$ cat src/cpu_isa_pkg.sv
// ISA package for the integer core slice: widths, opcodes, ALU operations and field positions
package cpu_isa_pkg;

  localparam int XLEN      = 32;
  localparam int REG_IDX_W = 5;
  localparam int SHAMT_W   = 5;

  typedef logic [XLEN-1:0]      word_t;
  typedef logic [REG_IDX_W-1:0] reg_idx_t;

  ////////////////////
  // Major opcodes, subset of RV32I
  typedef enum logic [6:0] {
    OP     = 7'b0110011,  // Register-register ALU
    OP_IMM = 7'b0010011,  // Register-immediate ALU
    LUI    = 7'b0110111
  } opcode_e;

  typedef enum logic [3:0] {
    ADD,
    SUB,
    AND,
    OR,
    XOR,
    SLT,     // Signed compare
    SLL,
    SRL,
    PASS_B   // LUI result is the immediate
  } alu_op_e;

  ////////////////////
  // Instruction word field positions
  localparam int OPC_LSB   = 0;
  localparam int RD_LSB    = 7;
  localparam int F3_LSB    = 12;
  localparam int RS1_LSB   = 15;
  localparam int RS2_LSB   = 20;
  localparam int F7_LSB    = 25;
  localparam int IMM_I_LSB = 20;
  localparam int IMM_U_LSB = 12;

  // funct3 and funct7 encodings
  localparam logic [2:0] F3_ADD_SUB = 3'b000;
  localparam logic [2:0] F3_SLL     = 3'b001;
  localparam logic [2:0] F3_SLT     = 3'b010;
  localparam logic [2:0] F3_XOR     = 3'b100;
  localparam logic [2:0] F3_SRL     = 3'b101;
  localparam logic [2:0] F3_OR      = 3'b110;
  localparam logic [2:0] F3_AND     = 3'b111;
  localparam logic [6:0] F7_BASE    = 7'b0000000;
  localparam logic [6:0] F7_ALT     = 7'b0100000;  // SUB

endpackage

$ cat src/cpu_pipe_pkg.sv
// Pipeline package for the integer core slice: stage records and commit cause
package cpu_pipe_pkg;

  // Commit cause, kept narrow like the debug cause field
  typedef enum logic [1:0] {
    NONE    = 2'd0,
    ILLEGAL = 2'd1
  } cause_e;

  ////////////////////
  // Decode to execute, 108 bits
  typedef struct packed {
    cpu_isa_pkg::word_t    pc;
    cpu_isa_pkg::alu_op_e  alu_op;
    cpu_isa_pkg::word_t    operand_a;
    cpu_isa_pkg::word_t    operand_b;   // rs2 or immediate
    cpu_isa_pkg::reg_idx_t rd;
    logic                  wr_en;
    cause_e                cause;
  } dec_rec_t;

  ////////////////////
  // Execute to commit, also the commit output, 72 bits
  typedef struct packed {
    cpu_isa_pkg::word_t    pc;
    cpu_isa_pkg::reg_idx_t rd;
    logic                  wr_en;       // Low for illegal records
    cpu_isa_pkg::word_t    result;
    cause_e                cause;
  } cmt_rec_t;

endpackage

$ cat src/cpu_commit.sv
`timescale 1ns/100ps
// Commit stage: holds the last record, writes back and drives the commit channel
module cpu_commit (
  input  logic                   clk,
  input  logic                   reset,
  input  logic                   exe_valid,
  output logic                   exe_ready,
  input  cpu_pipe_pkg::cmt_rec_t exe_rec,
  output logic                   cmt_valid,
  input  logic                   cmt_ready,
  output cpu_pipe_pkg::cmt_rec_t cmt_rec,
  output logic                   wb_en,
  output cpu_isa_pkg::reg_idx_t  wb_idx,
  output cpu_isa_pkg::word_t     wb_data,
  output cpu_isa_pkg::reg_idx_t  busy_rd,
  output logic                   busy_en
);

  logic exe_xfer;
  logic cmt_xfer;

  assign exe_ready = !cmt_valid || cmt_ready;
  assign exe_xfer  = exe_valid && exe_ready;
  assign cmt_xfer  = cmt_valid && cmt_ready;

  ////////////////////
  // Commit register
  always_ff @(posedge clk) begin
    if (reset) begin
      cmt_valid <= 1'b0;
    end else if (exe_xfer) begin
      cmt_valid <= 1'b1;
    end else if (cmt_ready) begin
      cmt_valid <= 1'b0;
    end
  end

  always_ff @(posedge clk) begin
    if (exe_xfer) begin
      cmt_rec <= exe_rec;
    end
  end

  ////////////////////
  // Writeback lands with the commit transfer
  assign wb_en   = cmt_xfer && cmt_rec.wr_en;
  assign wb_idx  = cmt_rec.rd;
  assign wb_data = cmt_rec.result;

  // Still in flight until it leaves
  assign busy_rd = cmt_rec.rd;
  assign busy_en = cmt_valid && cmt_rec.wr_en;

  // Held record stays put under back-pressure
  a_cmt_hold: assert property (
    @(posedge clk) disable iff (reset)
    cmt_valid && !cmt_ready |=> cmt_valid && $stable(cmt_rec)
  );

endmodule

$ cat src/cpu_decode.sv
`timescale 1ns/100ps
// Decode stage: accepts instruction words, assigns the pc, checks legality and hazards
module cpu_decode #(
  parameter int NUM_REGS = 32
) (
  input  logic                   clk,
  input  logic                   reset,
  input  cpu_isa_pkg::word_t     pc_rtvec,
  input  logic                   inst_valid,
  output logic                   inst_ready,
  input  cpu_isa_pkg::word_t     inst_word,
  output cpu_isa_pkg::reg_idx_t  rs1_idx,
  output cpu_isa_pkg::reg_idx_t  rs2_idx,
  input  cpu_isa_pkg::word_t     rs1_data,
  input  cpu_isa_pkg::word_t     rs2_data,
  input  cpu_isa_pkg::reg_idx_t  exe_busy_rd,
  input  logic                   exe_busy_en,
  input  cpu_isa_pkg::reg_idx_t  cmt_busy_rd,
  input  logic                   cmt_busy_en,
  output logic                   dec_valid,
  input  logic                   dec_ready,
  output cpu_pipe_pkg::dec_rec_t dec_rec
);

  cpu_isa_pkg::opcode_e  opcode;
  logic [2:0]            funct3;
  logic [6:0]            funct7;
  cpu_isa_pkg::reg_idx_t rd;
  cpu_isa_pkg::word_t    imm;
  cpu_isa_pkg::alu_op_e  alu_op;
  cpu_isa_pkg::word_t    pc_q;
  logic                  known;
  logic                  uses_rs1;
  logic                  uses_rs2;
  logic                  legal;
  logic                  rd_src1;
  logic                  rd_src2;
  logic                  src1_busy;
  logic                  src2_busy;
  logic                  own_busy;
  logic                  run_q;      // Low until the first cycle out of reset
  logic                  inst_xfer;

  assign opcode  = cpu_isa_pkg::opcode_e'(inst_word[cpu_isa_pkg::OPC_LSB +: 7]);
  assign funct3  = inst_word[cpu_isa_pkg::F3_LSB +: 3];
  assign funct7  = inst_word[cpu_isa_pkg::F7_LSB +: 7];
  assign rd      = inst_word[cpu_isa_pkg::RD_LSB +: cpu_isa_pkg::REG_IDX_W];
  assign rs1_idx = inst_word[cpu_isa_pkg::RS1_LSB +: cpu_isa_pkg::REG_IDX_W];
  assign rs2_idx = inst_word[cpu_isa_pkg::RS2_LSB +: cpu_isa_pkg::REG_IDX_W];

  ////////////////////
  // Opcode and funct to ALU operation
  always_comb begin
    alu_op   = cpu_isa_pkg::ADD;
    imm      = {{20{inst_word[31]}}, inst_word[cpu_isa_pkg::IMM_I_LSB +: 12]};
    known    = 1'b1;
    uses_rs1 = 1'b0;
    uses_rs2 = 1'b0;
    case (opcode)
      cpu_isa_pkg::OP: begin
        uses_rs1 = 1'b1;
        uses_rs2 = 1'b1;
        if (funct7 == cpu_isa_pkg::F7_ALT && funct3 == cpu_isa_pkg::F3_ADD_SUB) begin
          alu_op = cpu_isa_pkg::SUB;
        end else if (funct7 != cpu_isa_pkg::F7_BASE) begin
          known = 1'b0;
        end else begin
          case (funct3)
            cpu_isa_pkg::F3_ADD_SUB: alu_op = cpu_isa_pkg::ADD;
            cpu_isa_pkg::F3_SLL:     alu_op = cpu_isa_pkg::SLL;
            cpu_isa_pkg::F3_SLT:     alu_op = cpu_isa_pkg::SLT;
            cpu_isa_pkg::F3_XOR:     alu_op = cpu_isa_pkg::XOR;
            cpu_isa_pkg::F3_SRL:     alu_op = cpu_isa_pkg::SRL;
            cpu_isa_pkg::F3_OR:      alu_op = cpu_isa_pkg::OR;
            cpu_isa_pkg::F3_AND:     alu_op = cpu_isa_pkg::AND;
            default:                 known  = 1'b0;  // SLTU
          endcase
        end
      end
      cpu_isa_pkg::OP_IMM: begin
        uses_rs1 = 1'b1;
        case (funct3)
          cpu_isa_pkg::F3_ADD_SUB: alu_op = cpu_isa_pkg::ADD;
          cpu_isa_pkg::F3_XOR:     alu_op = cpu_isa_pkg::XOR;
          cpu_isa_pkg::F3_OR:      alu_op = cpu_isa_pkg::OR;
          cpu_isa_pkg::F3_AND:     alu_op = cpu_isa_pkg::AND;
          default:                 known  = 1'b0;  // Immediate shifts and compares
        endcase
      end
      cpu_isa_pkg::LUI: begin
        alu_op = cpu_isa_pkg::PASS_B;
        imm    = {inst_word[31:cpu_isa_pkg::IMM_U_LSB], 12'b0};
      end
      default: known = 1'b0;
    endcase
  end

  assign legal = known && int'(rd) < NUM_REGS &&
                 (!uses_rs1 || int'(rs1_idx) < NUM_REGS) &&
                 (!uses_rs2 || int'(rs2_idx) < NUM_REGS);

  ////////////////////
  // Hazard interlock, own held record counts as in flight too
  assign rd_src1  = legal && uses_rs1 && rs1_idx != '0;
  assign rd_src2  = legal && uses_rs2 && rs2_idx != '0;
  assign own_busy = dec_valid && dec_rec.wr_en;

  assign src1_busy = rd_src1 &&
                     ((exe_busy_en && exe_busy_rd == rs1_idx) ||
                      (cmt_busy_en && cmt_busy_rd == rs1_idx) ||
                      (own_busy && dec_rec.rd == rs1_idx));
  assign src2_busy = rd_src2 &&
                     ((exe_busy_en && exe_busy_rd == rs2_idx) ||
                      (cmt_busy_en && cmt_busy_rd == rs2_idx) ||
                      (own_busy && dec_rec.rd == rs2_idx));

  assign inst_ready = run_q && !(inst_valid && (src1_busy || src2_busy)) &&
                      (!dec_valid || dec_ready);
  assign inst_xfer  = inst_valid && inst_ready;

  always_ff @(posedge clk) begin
    if (reset) begin
      run_q     <= 1'b0;
      pc_q      <= pc_rtvec;  // Reset vector sampled while reset is high
      dec_valid <= 1'b0;
    end else begin
      run_q <= 1'b1;
      if (inst_xfer) begin
        dec_valid <= 1'b1;
        pc_q      <= pc_q + cpu_isa_pkg::word_t'(4);
      end else if (dec_ready) begin
        dec_valid <= 1'b0;
      end
    end
  end

  // Record payload
  always_ff @(posedge clk) begin
    if (inst_xfer) begin
      dec_rec.pc        <= pc_q;
      dec_rec.alu_op    <= alu_op;
      dec_rec.operand_a <= rs1_data;
      dec_rec.operand_b <= uses_rs2 ? rs2_data : imm;
      dec_rec.rd        <= rd;
      dec_rec.wr_en     <= legal;
      dec_rec.cause     <= legal ? cpu_pipe_pkg::NONE : cpu_pipe_pkg::ILLEGAL;
    end
  end

  a_dec_hold: assert property (
    @(posedge clk) disable iff (reset)
    dec_valid && !dec_ready |=> dec_valid && $stable(dec_rec)
  );

endmodule

$ cat src/cpu_execute.sv
`timescale 1ns/100ps
// Execute stage: ALU on the decoded operands, registers the commit record
module cpu_execute (
  input  logic                   clk,
  input  logic                   reset,
  input  logic                   dec_valid,
  output logic                   dec_ready,
  input  cpu_pipe_pkg::dec_rec_t dec_rec,
  output logic                   exe_valid,
  input  logic                   exe_ready,
  output cpu_pipe_pkg::cmt_rec_t exe_rec,
  output cpu_isa_pkg::reg_idx_t  busy_rd,
  output logic                   busy_en
);

  cpu_isa_pkg::word_t         alu_res;
  logic [cpu_isa_pkg::SHAMT_W-1:0] shamt;
  logic                       legal;
  logic                       dec_xfer;

  assign shamt = dec_rec.operand_b[cpu_isa_pkg::SHAMT_W-1:0];
  assign legal = dec_rec.cause == cpu_pipe_pkg::NONE;

  ////////////////////
  // ALU
  always_comb begin
    alu_res = '0;
    case (dec_rec.alu_op)
      cpu_isa_pkg::ADD:    alu_res = dec_rec.operand_a + dec_rec.operand_b;
      cpu_isa_pkg::SUB:    alu_res = dec_rec.operand_a - dec_rec.operand_b;
      cpu_isa_pkg::AND:    alu_res = dec_rec.operand_a & dec_rec.operand_b;
      cpu_isa_pkg::OR:     alu_res = dec_rec.operand_a | dec_rec.operand_b;
      cpu_isa_pkg::XOR:    alu_res = dec_rec.operand_a ^ dec_rec.operand_b;
      cpu_isa_pkg::SLT: begin
        alu_res[0] = $signed(dec_rec.operand_a) < $signed(dec_rec.operand_b);
      end
      cpu_isa_pkg::SLL:    alu_res = dec_rec.operand_a << shamt;
      cpu_isa_pkg::SRL:    alu_res = dec_rec.operand_a >> shamt;
      cpu_isa_pkg::PASS_B: alu_res = dec_rec.operand_b;
      default:             alu_res = '0;
    endcase
  end

  // Ready when empty or draining this cycle
  assign dec_ready = !exe_valid || exe_ready;
  assign dec_xfer  = dec_valid && dec_ready;

  always_ff @(posedge clk) begin
    if (reset) begin
      exe_valid <= 1'b0;
    end else if (dec_xfer) begin
      exe_valid <= 1'b1;
    end else if (exe_ready) begin
      exe_valid <= 1'b0;
    end
  end

  always_ff @(posedge clk) begin
    if (dec_xfer) begin
      exe_rec.pc     <= dec_rec.pc;
      exe_rec.rd     <= dec_rec.rd;
      exe_rec.wr_en  <= dec_rec.wr_en && legal;
      exe_rec.result <= legal ? alu_res : '0;  // Illegal commits zero
      exe_rec.cause  <= dec_rec.cause;
    end
  end

  assign busy_rd = exe_rec.rd;
  assign busy_en = exe_valid && exe_rec.wr_en;

endmodule

$ cat src/cpu_regfile.sv
`timescale 1ns/100ps
// Integer register file with two combinational read ports, one write port and x0 tied to zero
module cpu_regfile #(
  parameter int NUM_REGS = 32
) (
  input  logic                  clk,
  input  logic                  reset,
  input  cpu_isa_pkg::reg_idx_t rs1_idx,
  input  cpu_isa_pkg::reg_idx_t rs2_idx,
  output cpu_isa_pkg::word_t    rs1_data,
  output cpu_isa_pkg::word_t    rs2_data,
  input  logic                  wb_en,
  input  cpu_isa_pkg::reg_idx_t wb_idx,
  input  cpu_isa_pkg::word_t    wb_data
);

  localparam int IDX_W = $clog2(NUM_REGS);

  cpu_isa_pkg::word_t regs [NUM_REGS];

  // Out of range indices read zero, decode flags them illegal anyway
  assign rs1_data = (rs1_idx != '0 && int'(rs1_idx) < NUM_REGS) ?
                    regs[rs1_idx[IDX_W-1:0]] : '0;
  assign rs2_data = (rs2_idx != '0 && int'(rs2_idx) < NUM_REGS) ?
                    regs[rs2_idx[IDX_W-1:0]] : '0;

  always_ff @(posedge clk) begin
    if (reset) begin
      for (int i = 0; i < NUM_REGS; i++) begin
        regs[i] <= '0;
      end
    end else if (wb_en && wb_idx != '0) begin  // x0 writes dropped
      regs[wb_idx[IDX_W-1:0]] <= wb_data;
    end
  end

  // Commit only writes registers that decode found in range
  a_wb_idx_range: assert property (
    @(posedge clk) disable iff (reset)
    wb_en |-> int'(wb_idx) < NUM_REGS
  );

endmodule

$ cat src/cpu_top.sv
`timescale 1ns/100ps
// Core slice top: decode, execute and commit stages around the register file
module cpu_top #(
  parameter int NUM_REGS = 32
) (
  input  logic                   clk,
  input  logic                   reset,
  input  cpu_isa_pkg::word_t     pc_rtvec,
  input  logic                   inst_valid,
  output logic                   inst_ready,
  input  cpu_isa_pkg::word_t     inst_word,
  output logic                   cmt_valid,
  input  logic                   cmt_ready,
  output cpu_pipe_pkg::cmt_rec_t cmt_rec
);

  cpu_isa_pkg::reg_idx_t  rs1_idx;
  cpu_isa_pkg::reg_idx_t  rs2_idx;
  cpu_isa_pkg::word_t     rs1_data;
  cpu_isa_pkg::word_t     rs2_data;
  logic                   dec_valid;
  logic                   dec_ready;
  cpu_pipe_pkg::dec_rec_t dec_rec;
  logic                   exe_valid;
  logic                   exe_ready;
  cpu_pipe_pkg::cmt_rec_t exe_rec;
  cpu_isa_pkg::reg_idx_t  exe_busy_rd;
  logic                   exe_busy_en;
  cpu_isa_pkg::reg_idx_t  cmt_busy_rd;
  logic                   cmt_busy_en;
  logic                   wb_en;
  cpu_isa_pkg::reg_idx_t  wb_idx;
  cpu_isa_pkg::word_t     wb_data;

  cpu_regfile #(.NUM_REGS(NUM_REGS)) u_regfile (
    .clk      (clk),
    .reset    (reset),
    .rs1_idx  (rs1_idx),
    .rs2_idx  (rs2_idx),
    .rs1_data (rs1_data),
    .rs2_data (rs2_data),
    .wb_en    (wb_en),
    .wb_idx   (wb_idx),
    .wb_data  (wb_data)
  );

  ////////////////////
  // Pipeline stages
  cpu_decode #(.NUM_REGS(NUM_REGS)) u_decode (
    .clk         (clk),
    .reset       (reset),
    .pc_rtvec    (pc_rtvec),
    .inst_valid  (inst_valid),
    .inst_ready  (inst_ready),
    .inst_word   (inst_word),
    .rs1_idx     (rs1_idx),
    .rs2_idx     (rs2_idx),
    .rs1_data    (rs1_data),
    .rs2_data    (rs2_data),
    .exe_busy_rd (exe_busy_rd),
    .exe_busy_en (exe_busy_en),
    .cmt_busy_rd (cmt_busy_rd),
    .cmt_busy_en (cmt_busy_en),
    .dec_valid   (dec_valid),
    .dec_ready   (dec_ready),
    .dec_rec     (dec_rec)
  );

  cpu_execute u_execute (
    .clk       (clk),
    .reset     (reset),
    .dec_valid (dec_valid),
    .dec_ready (dec_ready),
    .dec_rec   (dec_rec),
    .exe_valid (exe_valid),
    .exe_ready (exe_ready),
    .exe_rec   (exe_rec),
    .busy_rd   (exe_busy_rd),
    .busy_en   (exe_busy_en)
  );

  cpu_commit u_commit (
    .clk       (clk),
    .reset     (reset),
    .exe_valid (exe_valid),
    .exe_ready (exe_ready),
    .exe_rec   (exe_rec),
    .cmt_valid (cmt_valid),
    .cmt_ready (cmt_ready),
    .cmt_rec   (cmt_rec),
    .wb_en     (wb_en),
    .wb_idx    (wb_idx),
    .wb_data   (wb_data),
    .busy_rd   (cmt_busy_rd),  // Cleared at the commit edge
    .busy_en   (cmt_busy_en)
  );

endmodule

$ cat config.mk
export PLATFORM = sky130hd
export DESIGN_NAME = cpu_top
export DESIGN_NICKNAME = d
export VERILOG_FILES = /design/src/cpu_isa_pkg.sv /design/src/cpu_pipe_pkg.sv /design/src/cpu_commit.sv /design/src/cpu_decode.sv /design/src/cpu_execute.sv /design/src/cpu_regfile.sv /design/src/cpu_top.sv
export SDC_FILE = /design/constraint.sdc
export NUM_CORES = 2
export LEC_CHECK = 0
export BUFFER_PORTS_ARGS = -buffer_cell sky130_fd_sc_hd__buf_2
export CORE_MARGIN = 2
export CORE_UTILIZATION = 35
export CTS_CLUSTER_DIAMETER = 80
export DETAILED_ROUTE_END_ITERATION = 8
export PLACE_DENSITY = 0.48
export SYNTH_ARGS = -nofsm -noshare
export SYNTH_HDL_FRONTEND = slang
export SYNTH_HIERARCHICAL = 1
export SYNTH_SLANG_ARGS = --single-unit
$ cat constraint.sdc
create_clock -name clk -period 6.2 [get_ports clk]
set_input_delay 0.62 -clock clk [delete_from_list [all_inputs] [get_ports clk]]
set_output_delay 0.62 -clock clk [all_outputs]
set_load 0.01 [all_outputs]
==> out/results.txt <==
CP required -> 6.80 ns
Initial Utilization -> 35.23%
ys flop type -> edfxtp_1
Nets -> 5,601
I/O Pins -> 142
Tightest Pin Transition -> 1.347 ns
Setup Slack @ Placement -> 1.942 ns
crit path launch type -> flip-flop
hold path start -> pc_rtvec[0]
Clock Latency Late Sink -> 0.83 ns
cts repair resizes -> 0
fin crit share -> 68.10%
via count -> 49,940
All-Layer GR Usage -> 26.19%
HP Class -> in -> reg
First-pass DRT Iterations -> 6
met1 usage -> 37.44%
Reg clk slew, reported paths -> 0.06 ns
final core occ -> 39.36%
total routed wirelength -> 286,500 um
htree depth -> 4
Avg Inst Size Synth -> 13.55 um2
synth unique cells -> 103
fmax -> 236.9 MHz
Yosys reg bits -> 1,311
share of cells above drive strength 1 -> 22.02%
GR Util met2 -> 40.21%
Via-to-Cell Ratio -> 5.967
met3 Usage GRT -> 4.575%
Die Wd -> 463.3 um
count of flip-flops with a built-in enable after synthesis -> 1,307
status -> complete, no violations
dominant cell type by area after synthesis -> edfxtp_1
Power Density -> 263.7 nW/um2
row cnt -> 168
Hold EP -> u_decode/pc_q[0]$_DFFE_PP_
post-route setup TNS -> 0 ns
TritonCTS clock tree -> built
CP endpoint kind -> flip-flop
first-pass GRT wire length -> 397,800 um
Critical R2R Launch -> u_decode/dec_rec[9]$_DFFE_PP_
die area -> 214,600 um2
skew final -> 0.05232 ns
Slew Viols, Final -> 0
Max Cap Violations -> 0
hold_buf cts -> 5
DPL Wire Length -> 186,300 um
CTS buffer count -> 156
Port Buffers -> 141
R2R Setup Slk -> 1.98 ns
Final setup viols -> 0
final hold violations -> 0
warning count from the yosys run -> 6
Longest Clk Path Bufs -> 3
Leak -> 29.71 nW
Num Clock Sinks -> 1,311
Hold WS -> 0.07961 ns
Gate Count Post-Synth -> 5,450
Placed Area -> 77,600 um2
post-CTS setup buffer count -> 0
Area Overhead vs Synth -> 11.72%
gr busiest metal -> met2
Initial DRC Count -> 6,535
min setup slack post-route -> 1.978 ns
die height -> 463.3 um
DRC viols -> 0
synthesized area -> 73,830 um2
synth top area cells -> edfxtp_1 (53%), mux4_2 (15%), and2_1 (8.5%)
Hold Path Depth -> 2
Antenna Nets Post-Route -> 0
min cycle time layout -> 4.222 ns
Crit Path Max Fanout -> 36
r2r endpoint -> u_execute/exe_rec[33]$_SDFFCE_PP0P_
Placer Congestion -> 0.9309
sequential area share after synthesis -> 53.26%
pin count of the biggest net entering global routing -> 108
Worst Path Arrival -> 4.82 ns
wire length per cell -> 34.24 um
top cell type's share of synthesized area -> 53.16%
fraction of registers with async set/reset -> 0%
Worst Setup Path Type -> reg -> reg
root buffer cell -> clkbuf_16
fin area -> 82,490 um2
R2R cell count -> 12
core area -> 209,600 um2
Max-slew headroom -> 9.538%
vias in the first global route -> 48,730
FILL cells -> 19,560
total gr overflow -> 0
RSZ-0062 raised after global routing -> false
initial antenna violation count -> 21
worst vdd ir -> 0.0002891 V
-- logic make-up after synthesis --
| group | share of synthesized area [%] |
|---|---|
| other | 0.01017 |
| flip-flops | 53.26 |
| XOR/XNOR | 0.8422 |
| multiplexers | 18.95 |
| AND/OR/NAND/NOR | 13.16 |
| adder cells (fa/ha/maj) | 1.766 |
| buffers and inverters | 4.269 |
| AO/OA/AOI/OAI | 7.741 |
-- placed cells by master (no fill, tap or decap), types with 30 or more instances in the layout --
cell type,count
inv_1,100
mux2i_1,230
xor2_1,42
and2_1,1006
mux4_2,498
nor3_1,89
a21o_1,30
mux2_2,41
clkbuf_16,158
a22oi_1,34
a2111oi_1,41
edfxtp_1,1307
buf_2,134
clkinv_1,36
conb_1,33
nand2_1,165
ha_1,101
nor2_1,155
nor2_4,33
buf_4,208
a221oi_1,36
a22o_1,51
o21ai_0,113
or2_2,32
clkbuf_1,42
a21oi_1,147
o22ai_1,126
nand3_1,36
-- cell type report --
class                      count  area (um2)  share of cell area (%)
antenna                        9       22.52                 0.02730
clock buffer                 200        4111                   4.984
clock inverter                83       705.7                  0.8555
inverter                     106       397.9                  0.4824
multi-input combinational   3489       31790                   38.54
sequential                  1311       39330                   47.68
tap                         2805        3510                   4.255
timing repair buffer         366        2618                   3.173
-- worst max-delay path by stage --
stage,startpoint,endpoint,slack (ns),cells after the start
6_report,u_decode/dec_rec[9]$_DFFE_PP_,u_execute/exe_rec[33]$_SDFFCE_PP0P_,1.98,12
2_1_floorplan,inst_word[13],u_decode/dec_rec[0]$_DFFE_PP_,1.46,7
3_3_place_gp,inst_word[23],u_decode/dec_rec[21]$_DFFE_PP_,1.92,8
5_1_grt,u_decode/dec_rec[9]$_DFFE_PP_,u_execute/exe_rec[33]$_SDFFCE_PP0P_,1.82,12
4_1_cts,u_decode/dec_rec[9]$_DFFE_PP_,u_execute/exe_rec[33]$_SDFFCE_PP0P_,2.10,12
3_5_place_dp,inst_word[20],u_decode/dec_rec[8]$_DFFE_PP_,1.94,8
-- registers in the layout, indices dropped and copies added, names as in the netlist, 5 cells and up --
signal             flops
u_execute/busy_rd      5
u_regfile/regs      1024
u_execute/exe_rec     67
u_commit/wb_data      32
u_commit/cmt_rec      35
u_decode/dec_rec     107
u_commit/busy_rd       5
u_decode/pc_q         32
-- critical path, stage by stage (launching register included) --
cell       delay, ns
edfxtp_1        0.33
buf_4           0.36
inv_1           0.32
ha_1            0.42
o21ba_2         0.21
o2111ai_4       0.18
a311oi_4        0.62
o2111ai_2       0.21
and3_4          0.21
o21ai_4         0.19
a211oi_1        0.11
or4_1           0.51
a221oi_2        0.29
-- through the flow --
| stage | std cells | total power [mW] |
|---|---|---|
| global placement | 8072 | 13.01 |
| detailed placement | 8072 | 13.01 |
| CTS | 8360 | 21.89 |
| global route | 8361 | 22.38 |
| floorplan | 5481 | 11.99 |
| finish | 8369 | 21.75 |
-- synthesized netlist by cell type, types with 10 or more instances --
library cell	count
a22oi_1	34
a221oi_1	36
nor2_1	189
mux2_2	41
a21oi_1	147
a21o_1	30
a31oi_1	28
mux2i_1	230
o21ai_1	24
nand3b_1	20
o31ai_1	12
mux4_2	498
a2111oi_0	17
nor3_1	89
a2111oi_1	41
and3_1	17
edfxtp_1	1307
o211ai_1	20
inv_1	100
buf_6	22
xnor2_1	29
buf_1	37
nand3_1	37
buf_2	50
or2_2	34
xor2_1	42
o22ai_1	126
nor4_1	19
nand2b_1	21
nand4_1	20
and2_1	1008
a211oi_1	20
a221o_1	25
o21bai_1	10
ha_1	101
buf_4	98
or3_1	12
clkbuf_1	368
o21ai_0	113
nand2_1	166
nor2b_1	22
a22o_1	51
-- per-layer routing --
layer	wire length [um]	vias up
met5	20	-
met3	23870	414
met1	123500	26140
met2	129000	2598
li1	-	20780
met4	10070	2
-- where the power goes --
group          switching, mW  internal, mW  total [mW]  leakage, nW
combinational           1.59         0.947        2.54         14.1
clock                   3.87          5.00        8.87         2.34
sequential             0.249          10.1        10.3         13.3
(Power assumes the default switching activity.)
